**src/logic/adc_capture_defs.svh**
```systemverilog
`ifndef ADC_CAPTURE_DEFS_SVH
`define ADC_CAPTURE_DEFS_SVH

// Bits per audio sample, MSB first on the wire
`define ADC_SAMPLE_BITS 24

// Bit clocks in one half frame (one LRCK phase)
`define ADC_SLOT_BITS 32

// Serial data lanes from the ADCs
`define ADC_LANES 4

// Channels carried in eight-channel mode
`define ADC_MAX_CHANNELS 8

// Width of a channel index
`define ADC_CHAN_BITS 3

// Sample FIFO holds 2**4 = 16 words
`define FIFO_DEPTH_LOG2 4

`endif

```
**src/logic/adc_capture_pkg.sv**
```systemverilog
`include "adc_capture_defs.svh"

package adc_capture_pkg;

    // Serial justification of the ADC data lanes
    typedef enum logic [1:0] {
        FMT_RJ  = 2'b00,
        FMT_LJ  = 2'b01,
        FMT_I2S = 2'b10
    } adc_format_e;

    // Capture settings, sampled once per frame
    typedef struct packed {
        adc_format_e format;
        // 1 selects eight channels on four lanes, 0 two channels on lane 0
        logic        eight_chan;
    } capture_cfg_t;

    // One captured sample tagged with its channel
    typedef struct packed {
        logic [`ADC_CHAN_BITS-1:0]   channel;
        logic [`ADC_SAMPLE_BITS-1:0] sample;
    } sample_word_t;

endpackage

```
**src/logic/i2s_deserializer.sv**
```systemverilog
`timescale 1ns/10ps

`include "adc_capture_defs.svh"

module i2s_deserializer
    import adc_capture_pkg::*;
(
    input  logic                  adc_pbck,
    input  logic                  sclk,
    input  logic                  adc_plrck,
    input  logic [`ADC_LANES-1:0] adc_pdata,
    input  capture_cfg_t          cfg,
    input  logic                  record_en,
    output logic                  wr_en,
    output sample_word_t          wr_word
);

    localparam int POS_BITS = $clog2(`ADC_SLOT_BITS);

    logic                        plrck_d;
    logic [POS_BITS-1:0]         pos_cnt;
    logic [POS_BITS-1:0]         cur_pos;
    logic                        lr_edge;
    logic                        frame_start;
    capture_cfg_t                cfg_lat;
    logic                        rec_lat;
    adc_format_e                 act_fmt;
    logic                        in_window;

    // Shift registers for the half frames in progress
    logic [`ADC_SAMPLE_BITS-1:0] shift_l [`ADC_LANES];
    logic [`ADC_SAMPLE_BITS-1:0] shift_r [`ADC_LANES];

    // Completed frame, drained while the next one is shifted in
    logic [`ADC_SAMPLE_BITS-1:0] bank_l [`ADC_LANES];
    logic [`ADC_SAMPLE_BITS-1:0] bank_r [`ADC_LANES];

    logic                        emitting;
    logic                        emit_eight;
    logic [`ADC_CHAN_BITS-1:0]   emit_idx;
    logic [`ADC_CHAN_BITS-1:0]   last_idx;
    logic [`ADC_CHAN_BITS-2:0]   emit_lane;

    // Any LRCK change starts a half frame at position 0
    assign lr_edge     = (adc_plrck != plrck_d);
    assign frame_start = lr_edge && !adc_plrck;
    assign cur_pos     = lr_edge ? '0 : pos_cnt;

    // The new frame's format already applies at its first bit clock
    assign act_fmt = frame_start ? cfg.format : cfg_lat.format;

    always_comb begin
        case (act_fmt)
            FMT_I2S: in_window = (cur_pos >= 1) && (cur_pos <= `ADC_SAMPLE_BITS);
            FMT_LJ:  in_window = (cur_pos < `ADC_SAMPLE_BITS);
            FMT_RJ:  in_window = (cur_pos >= (`ADC_SLOT_BITS - `ADC_SAMPLE_BITS));
            default: in_window = 1'b0;
        endcase
    end

    always_ff @(posedge adc_pbck) begin
        for (int i = 0; i < `ADC_LANES; i++) begin
            if (in_window && !adc_plrck)
                shift_l[i] <= {shift_l[i][`ADC_SAMPLE_BITS-2:0], adc_pdata[i]};
            if (in_window && adc_plrck)
                shift_r[i] <= {shift_r[i][`ADC_SAMPLE_BITS-2:0], adc_pdata[i]};
        end

        // Right half has just finished, so both registers hold a full frame
        if (frame_start && rec_lat) begin
            for (int i = 0; i < `ADC_LANES; i++) begin
                bank_l[i] <= shift_l[i];
                bank_r[i] <= shift_r[i];
            end
        end
    end

    always_ff @(posedge adc_pbck or posedge sclk) begin
        if (sclk) begin
            plrck_d    <= 1'b0;
            pos_cnt    <= '0;
            cfg_lat    <= '0;
            rec_lat    <= 1'b0;
            emitting   <= 1'b0;
            emit_eight <= 1'b0;
            emit_idx   <= '0;
        end else begin
            plrck_d <= adc_plrck;
            pos_cnt <= cur_pos + 1'b1;

            if (frame_start) begin
                cfg_lat <= cfg;
                rec_lat <= record_en;
                // Frame that just ended is sent only if it was armed at its start
                if (rec_lat) begin
                    emitting   <= 1'b1;
                    emit_eight <= cfg_lat.eight_chan;
                    emit_idx   <= '0;
                end
            end else if (emitting) begin
                if (emit_idx == last_idx)
                    emitting <= 1'b0;
                emit_idx <= emit_idx + 1'b1;
            end
        end
    end

    assign last_idx = emit_eight ? `ADC_CHAN_BITS'(`ADC_MAX_CHANNELS - 1)
                                 : `ADC_CHAN_BITS'(1);

    // Even channels are left samples, odd channels right, two per lane
    assign emit_lane       = emit_idx[`ADC_CHAN_BITS-1:1];
    assign wr_en           = emitting;
    assign wr_word.channel = emit_idx;
    assign wr_word.sample  = emit_idx[0] ? bank_r[emit_lane] : bank_l[emit_lane];

endmodule

```
**src/logic/sample_fifo.sv**
```systemverilog
`timescale 1ns/10ps

`include "adc_capture_defs.svh"

module sample_fifo
    import adc_capture_pkg::*;
#(
    parameter int depth_log2 = `FIFO_DEPTH_LOG2
) (
    input  logic         adc_pbck,
    input  logic         sclk,
    input  logic         wr_en,
    input  sample_word_t wr_word,
    input  logic         rd_en,
    output sample_word_t rd_data,
    output logic         empty,
    output logic         overflow
);

    localparam int DEPTH = 1 << depth_log2;

    sample_word_t          mem [DEPTH];
    logic [depth_log2-1:0] wr_ptr;
    logic [depth_log2-1:0] rd_ptr;
    logic [depth_log2:0]   count;
    logic                  full;
    logic                  do_rd;
    logic                  do_wr;

    assign empty = (count == '0);
    assign full  = (count == (depth_log2 + 1)'(DEPTH));

    // A pop in the same cycle frees the slot for a write on a full FIFO
    assign do_rd = rd_en && !empty;
    assign do_wr = wr_en && (!full || do_rd);

    // First-word fall-through read port
    assign rd_data = mem[rd_ptr];

    always_ff @(posedge adc_pbck) begin
        if (do_wr)
            mem[wr_ptr] <= wr_word;
    end

    always_ff @(posedge adc_pbck or posedge sclk) begin
        if (sclk) begin
            wr_ptr   <= '0;
            rd_ptr   <= '0;
            count    <= '0;
            overflow <= 1'b0;
        end else begin
            if (do_wr)
                wr_ptr <= wr_ptr + 1'b1;
            if (do_rd)
                rd_ptr <= rd_ptr + 1'b1;

            if (do_wr && !do_rd)
                count <= count + 1'b1;
            else if (do_rd && !do_wr)
                count <= count - 1'b1;

            // Sticky until reset; the dropped word is lost
            if (wr_en && !do_wr)
                overflow <= 1'b1;
        end
    end

endmodule

```
**src/logic/host_word_sender.sv**
```systemverilog
`timescale 1ns/10ps

`include "adc_capture_defs.svh"

module host_word_sender
    import adc_capture_pkg::*;
(
    input  logic         adc_pbck,
    input  logic         sclk,
    input  sample_word_t rd_data,
    input  logic         empty,
    output logic         rd_en,
    output logic         host_req,
    input  logic         host_ack,
    output sample_word_t host_word
);

    typedef enum logic [1:0] {
        S_IDLE     = 2'b00,
        S_REQ      = 2'b01,
        S_ACK_WAIT = 2'b10
    } send_state_e;

    send_state_e state;

    // Pop only when the previous handshake has fully returned to zero
    assign rd_en    = (state == S_IDLE) && !empty && !host_ack;
    assign host_req = (state == S_REQ);

    // Word is held from the pop until the next pop
    always_ff @(posedge adc_pbck) begin
        if (rd_en)
            host_word <= rd_data;
    end

    always_ff @(posedge adc_pbck or posedge sclk) begin
        if (sclk) begin
            state <= S_IDLE;
        end else begin
            case (state)
                S_IDLE: begin
                    if (rd_en)
                        state <= S_REQ;
                end
                S_REQ: begin
                    // Host has taken the word
                    if (host_ack)
                        state <= S_ACK_WAIT;
                end
                S_ACK_WAIT: begin
                    if (!host_ack)
                        state <= S_IDLE;
                end
                default: begin
                    state <= S_IDLE;
                end
            endcase
        end
    end

endmodule

```
**src/logic/adc_capture_top.sv**
```systemverilog
`timescale 1ns/10ps

`include "adc_capture_defs.svh"

module adc_capture_top
    import adc_capture_pkg::*;
(
    input  logic                  adc_pbck,
    input  logic                  sclk,
    input  logic                  adc_plrck,
    input  logic [`ADC_LANES-1:0] adc_pdata,
    input  capture_cfg_t          cfg,
    input  logic                  record_en,
    output logic                  host_req,
    input  logic                  host_ack,
    output sample_word_t          host_word,
    output logic                  overflow
);

    // Producer side of the sample FIFO
    logic         wr_en;
    sample_word_t wr_word;

    // Consumer side of the sample FIFO
    logic         rd_en;
    sample_word_t rd_data;
    logic         empty;

    i2s_deserializer u_deser (
        .adc_pbck  (adc_pbck),
        .sclk      (sclk),
        .adc_plrck (adc_plrck),
        .adc_pdata (adc_pdata),
        .cfg       (cfg),
        .record_en (record_en),
        .wr_en     (wr_en),
        .wr_word   (wr_word)
    );

    sample_fifo #(.depth_log2(`FIFO_DEPTH_LOG2)) u_fifo (
        .adc_pbck (adc_pbck),
        .sclk     (sclk),
        .wr_en    (wr_en),
        .wr_word  (wr_word),
        .rd_en    (rd_en),
        .rd_data  (rd_data),
        .empty    (empty),
        .overflow (overflow)
    );

    host_word_sender u_sender (
        .adc_pbck  (adc_pbck),
        .sclk      (sclk),
        .rd_data   (rd_data),
        .empty     (empty),
        .rd_en     (rd_en),
        .host_req  (host_req),
        .host_ack  (host_ack),
        .host_word (host_word)
    );

endmodule

```
**config.mk**
```make
export PLATFORM = sky130hd
export DESIGN_NAME = adc_capture_top
export DESIGN_NICKNAME = d
export VERILOG_FILES = /design/src/logic/adc_capture_pkg.sv /design/src/logic/i2s_deserializer.sv /design/src/logic/sample_fifo.sv /design/src/logic/host_word_sender.sv /design/src/logic/adc_capture_top.sv
export VERILOG_INCLUDE_DIRS = /design/src /design/src/logic
export SDC_FILE = /design/constraint.sdc
export NUM_CORES = 1
export LEC_CHECK = 0
export ABC_AREA = 1
export BUFFER_PORTS_ARGS = -buffer_cell sky130_fd_sc_hd__buf_2
export CAP_MARGIN = 20
export CELL_PAD_IN_SITES_DETAIL_PLACEMENT = 0
export CELL_PAD_IN_SITES_GLOBAL_PLACEMENT = 1
export CORE_MARGIN = 8
export CORE_UTILIZATION = 49
export CTS_BUF_LIST = sky130_fd_sc_hd__clkbuf_4 sky130_fd_sc_hd__clkbuf_8
export CTS_CLUSTER_DIAMETER = 80
export CTS_CLUSTER_SIZE = 28
export DETAILED_ROUTE_END_ITERATION = 8
export PLACE_DENSITY_LB_ADDON = 0.1
export SYNTH_ARGS = -nofsm -noshare
export SYNTH_HDL_FRONTEND = slang
export SYNTH_HIERARCHICAL = 1
export SYNTH_SLANG_ARGS = --single-unit
```
**constraint.sdc**
```tcl
create_clock -name adc_pbck -period 6.1 [get_ports adc_pbck]
set_clock_uncertainty 0.15 [all_clocks]
set_input_delay 1.22 -clock adc_pbck [delete_from_list [all_inputs] [get_ports adc_pbck]]
set_output_delay 1.22 -clock adc_pbck [all_outputs]
set_load 0.05 [all_outputs]
```
; ---- After elaboration in Yosys (flattened, before gate mapping)
; Memory sizes are Yosys's and may differ from the RTL's. A register that Yosys moved wholly into a read port is not among the register bits.
; Index checks and enable logic that the tools add are counted.
[op_classes]
addsub = 6
magnitude_cmp = 4
eq_ne = 11
n_mux = 26
n_reduce_logical = 27
[op_table]
columns = op, count
row1 = $mux 24, 1
row2 = $mux 5, 3
row3 = $logic_and 1x1->1, 12
row4 = $mux 1, 12
row5 = $mux 3, 4
row6 = $add 5x1->5 const B, 2
row7 = $add 4x1->4 const B, 2
row8 = $mux 2, 4
row9 = $logic_not 1->1, 6
row10 = $ne 2x2->1 const B, 3
row11 = $pmux 2 s3, 1
row12 = $eq 5x5->1 const B, 1
row13 = $ge 5x1->1 const B, 1
row14 = $ge 5x4->1 const B, 1
row15 = $le 5x5->1 const B, 1
row16 = $logic_not 5->1, 1
row17 = $lt 5x5->1 const B, 1
row18 = $sub 5x1->5 const B, 1
row19 = $eq 2x1->1 const B, 2
row20 = $eq 2x2->1 const B, 2
row21 = $logic_not 2->1, 2
row22 = $reduce_and 2->1, 2
row23 = $reduce_bool 2->1, 2
row24 = $add 3x1->3 const B, 1
row25 = 6 further kinds, 6
[word_totals]
regBits = 31
ramBits = 816
input_bits = 12
out_inout_bits = 29
wordCells = 92
n_memories = 5
[memory_table]
columns = name, words, word_bits, rd, rd_ports_with_merged_regs, wr, line
row1 = u_fifo.mem, 16, 27, 1, 1, 1, sample_fifo.sv:22  ; sample_word_t mem [DEPTH];
row2 = u_deser.bank_l, 4, 24, 1, 0, 4, i2s_deserializer.sv:35  ; logic [`ADC_SAMPLE_BITS-1:0] bank_l [`ADC_LANES];
row3 = u_deser.bank_r, 4, 24, 1, 0, 4, i2s_deserializer.sv:36  ; logic [`ADC_SAMPLE_BITS-1:0] bank_r [`ADC_LANES];
row4 = u_deser.shift_l, 4, 24, 4, 0, 4, i2s_deserializer.sv:31  ; logic [`ADC_SAMPLE_BITS-1:0] shift_l [`ADC_LANES];
row5 = u_deser.shift_r, 4, 24, 4, 0, 4, i2s_deserializer.sv:32  ; logic [`ADC_SAMPLE_BITS-1:0] shift_r [`ADC_LANES];

; ---- Logic depth before layout (Yosys ltp)
[logic_depth]
depth_word = 11
mapped_depth = 21
ltp_nobuf = 20

; ---- Hierarchy
; Netlist, hierarchy kept.
[by_module_without_submodules]
columns = mod, n_inst, cells_per_inst, area_each_um2
row1 = sample_fifo, 1, 1808, 18935.7
row2 = i2s_deserializer, 1, 818, 13900.8
row3 = host_word_sender, 1, 43, 917.1

; ---- Worst setup path before layout
; OpenSTA, ideal clock, no wires.
[synth_timing]
path_kind = input to register
startpoint = input port adc_plrck
endpoint = memory u_deser/shift_l[0][0] (netlist bit), enable pin
setup_ns = 0.583
t_arrival_ns = 6.828
t_required_ns = 5.367
path_slack_ns = -1.462
path_stages = 11
path_cell_list = inv_1 > ha_1 > nand2_1 > inv_1 > ha_1 > inv_1 > nand2_1 > nor2_1 > nand2_1 > nand3_1 > a21oi_1
[synth_rtl]
columns = element, line
row1 = start: declaration, adc_capture_top.sv:10  ; input logic adc_plrck,
row2 = end: declaration, i2s_deserializer.sv:31

; ---- Worst setup path after layout
[layout_timing]
startpoint = register u_fifo.count[0]
endpoint = register u_fifo.count[4]
[layout_between]
elab_chain_cells = 10
elab_cells_between_ends = 18
cone_classes = add/sub (2) / eq/ne (1) / mux (2) / reduce/logical (13)
[layout_rtl]
columns = element, line
row1 = start: declaration, sample_fifo.sv:25  ; logic [depth_log2:0] count;
row2 = start signal: assignment, sample_fifo.sv:58  ; count <= count + 1'b1;
row3 = start signal: assignment, sample_fifo.sv:60  ; count <= count - 1'b1;
row4 = $logic_not 5->1 *, sample_fifo.sv:30  ; assign empty = (count == '0);
row5 = via empty, adc_capture_top.sv:27  ; logic empty;
row6 = $logic_not 1->1 *, host_word_sender.sv:27  ; assign rd_en = (state == S_IDLE) && !empty && !host_ack;
row7 = $logic_and 1x1->1 * (2 in series), host_word_sender.sv:27
row8 = via rd_en, adc_capture_top.sv:25  ; logic rd_en;
row9 = $logic_and 1x1->1 *, sample_fifo.sv:34  ; assign do_rd = rd_en && !empty;
row10 = $logic_or 1x1->1 *, sample_fifo.sv:35  ; assign do_wr = wr_en && (!full || do_rd);
row11 = $logic_and 1x1->1 *, sample_fifo.sv:35
row12 = via u_fifo.do_wr, sample_fifo.sv:28  ; logic do_wr;
row13 = $logic_not 1->1, sample_fifo.sv:59  ; else if (do_rd && !do_wr)
row14 = $logic_and 1x1->1, sample_fifo.sv:59
row15 = $reduce_bool 2->1 (no source line), n/a
; Mark *: on every way through the listed nets, which the timed path passes. The rest lies on a longest branch. The select of a mux whose other input is x is not followed.
; A chain may end at the register's enable or synchronous reset.

==> results.cfg <==
[cts]
ctsHoldBuffers = 0
clock_latency_ns = 0.72
cts_tree = yes
cts_buffers = 41
cts_setup_buffers = 0
root_buffer = clkbuf_8
cts_resized = 0
path_clk_slew_ns = 0.15
clockBufferDepth = 3
clkSinkCount = 874
h-tree-depth = 2

[layout]
layout_common_cells = 843 x edfxtp_1, 814 x nand2_1, 269 x nor2_1, 198 x inv_1, 180 x nand3_1
multi_input_area_sq_um = 6340
final_util_pct = 52.5
fin_area_sq_um = 35900
regArea_sq_um = 26100
areaGrowthSynthToFinish_pct = 6.35
nets = 2719
n_fill_cell = 5830
layout-drive-gt1-share_pct = 7.25
mostFrequentLayoutCell = edfxtp_1
final_cells = 3602

[logic_synthesis]
synth_area_leader_cell = edfxtp_1
synth_seq_area_share_pct = 77.3
syn_avg_cell_area_sq_um = 12.6
synth_nets = 2696
yosysUniqueCellTypes = 29
netlist_top_cells_area = edfxtp_1 75%, nand2_1 9.1%, nor2_1 3.0%, nand3_1 2.7%, dfrtp_1 2.3%
yosys_warnings = 6
synth_top_area_share_pct = 75.0
ys_ff_latch = 874
syn_area_sq_um = 33800
syn_inst = 2669

[timing]
fmax_mhz = 263
rsz0062_at_grt = no
setup_violations = 0
period_minus_slack_ns = 3.81
finalHoldViolations = 0
tightest_slew_ns = 1.13
min_period_over_period_pct = 62.4
final_max_slew_viol_count = 0
whs_ns = 0.229
slew_headroom_pct = 24.7

[place]
io_buffer_count = 40
placed_cell_area_sq_um = 35000
dp_cells = 3531
hpwl_mm = 43.7
finalWeightedCongestion = 0.776

[power_and_ir_drop]
p_total_mw = 16.6
ir_drop_mv = 0.276
power_density_nw_per_um2 = 464
leakage_nw = 13.4

[die]
io_pins = 41
die_area_sq_um = 77500
die_h_microns = 278
rows = 96
initial_core_util_pct = 49.4
coreArea_sq_um = 68300
die_x_microns = 278

[job]
drv_cap = 0

[global_routing]
overflow = 0
grt_pass1_vias = 18600
grt_pass1_wl_mm = 113
antenna_found_initial = 1
grt_use_total_pct = 18.9
grt_max_degree = 102

[critical_path]
cp.required_ns = 6.56
crit_type = reg -> reg
crit_fanout = 21
startpoint_type = flop
crit_path_end_kind = flop
worstPathArrival_ns = 4.27

[routing]
met2_length_mm = 36.1
drc = 0
drt-met1-wl_mm = 33.7
avgRoutedWirePerCell_microns = 20.6
drt-vias-per-instance = 5.27
via_count = 19000
first_pass_iters = 6
dr_wl_met3_mm = 3.21
top_layer = met4
wirelength_mm = 74.3
drt_iter0_drc = 1593
ant_nets = 0

[outcome]
outcome = finished clean

[worst_hold_path]
hold_class = in -> async
==> metal layers <==
metal	GRT usage, %	up-vias
met5	0	-
li1	-	9050
met4	3.98	0
met2	31.8	385
met3	2.15	77
met1	26.6	9466
==> registers in the layout, indices dropped and copies added (netlist names), 3 cells and up <==
name	flops
u_deser/bank_l	96
u_deser/bank_r	96
u_deser/cfg_lat	3
u_deser/emit_idx	3
u_deser/pos_cnt	5
u_deser/shift_l	96
u_deser/shift_r	96
u_fifo/count	5
u_fifo/mem	432
u_fifo/rd_ptr	4
u_fifo/wr_ptr	4
u_sender/host_word	27
==> metrics by stage <==
step	setup WS (ns)	setup TNS, ns
floorplan	-0.00769	-1.48
global placement	1.91	0
detailed placement	1.84	0
CTS	2.30	0
global route	1.89	0
finish	2.29	0
==> critical path, cell delays in order (launching register included) <==
cell     delay (ns)
dfrtp_1        0.48
nor2_1         0.18
nand4_1        0.13
inv_1          0.08
nor2_1         0.04
nand2_1        0.09
inv_2          0.04
nor2_1         0.09
nand4_1        0.23
nand2_1        0.91
inv_1          0.12
ha_1           0.24
inv_1          0.17
ha_1           0.30
nand2_1        0.11
nand3_1        0.12
nand2_1        0.08
nand2_1        0.05
nand2_1        0.05
nand2_1        0.04
nand2_1        0.05
==> Yosys cell counts, drive strengths merged <==
master / n
inv: 207
o21ai: 106
dfrtp: 31
nor3: 16
clkinv: 1
xnor2: 4
nand2: 815
nand4: 5
xor2: 6
fa: 1
a21oi: 2
edfxtp: 843
o21bai: 1
clkbuf: 24
buf: 93
nor2: 270
ha: 14
a41oi: 1
o22ai: 49
nand3: 180
==> worst paths after layout <==
check / end / startpoint / depth (start not counted) / slack (ns)
worst max-delay path: u_fifo/count[4] / u_fifo/count[0] / 20 / 2.29
worst min-delay path: u_sender/state[1] / sclk / 2 / 0.23
worst max register to register: u_fifo/count[4] / u_fifo/count[0] / 20 / 2.29
worst min register to register: u_deser/bank_l[0][23] / u_deser/shift_l[0][23] / 0 / 0.29
max in group asynchronous: u_fifo/rd_ptr[0] / sclk / 2 / 4.92
min in group adc_pbck: u_deser/bank_l[0][23] / u_deser/shift_l[0][23] / 0 / 0.29
==> final cells by class <==
class / count / share of cell area, %
Inverter: 208 / 2.21
Sequential cell: 874 / 72.7
Clock inverter: 17 / 0.575
Antenna cell: 3 / 0.0209
Clock buffer: 51 / 1.80
Multi-Input combinational cell: 1470 / 17.7
Tap cell: 882 / 3.07
Timing Repair Buffer: 97 / 1.94
==> power breakdown <==
part / switching, mW / internal, mW / total [mW]
clock network: 1.80 / 0.796 / 2.60
logic: 4.43 / 1.18 / 5.61
registers: 0.270 / 8.16 / 8.43
total: 6.50 / 10.1 / 16.6
==> cells by family (layout without fill, tap and decap cells) <==
group,Yosys count,count (layout),synth area share (%)
XOR/XNOR,10,10,0.259
buffers and inverters,325,373,4.21
AO/OA/AOI/OAI,159,159,2.56
other,0,3,0
AND/OR/NAND/NOR,1286,1286,15.1
adder cells (fa/ha/maj),15,15,0.578
flip-flops,874,874,77.3
Power figures use the tool's default switching activity.
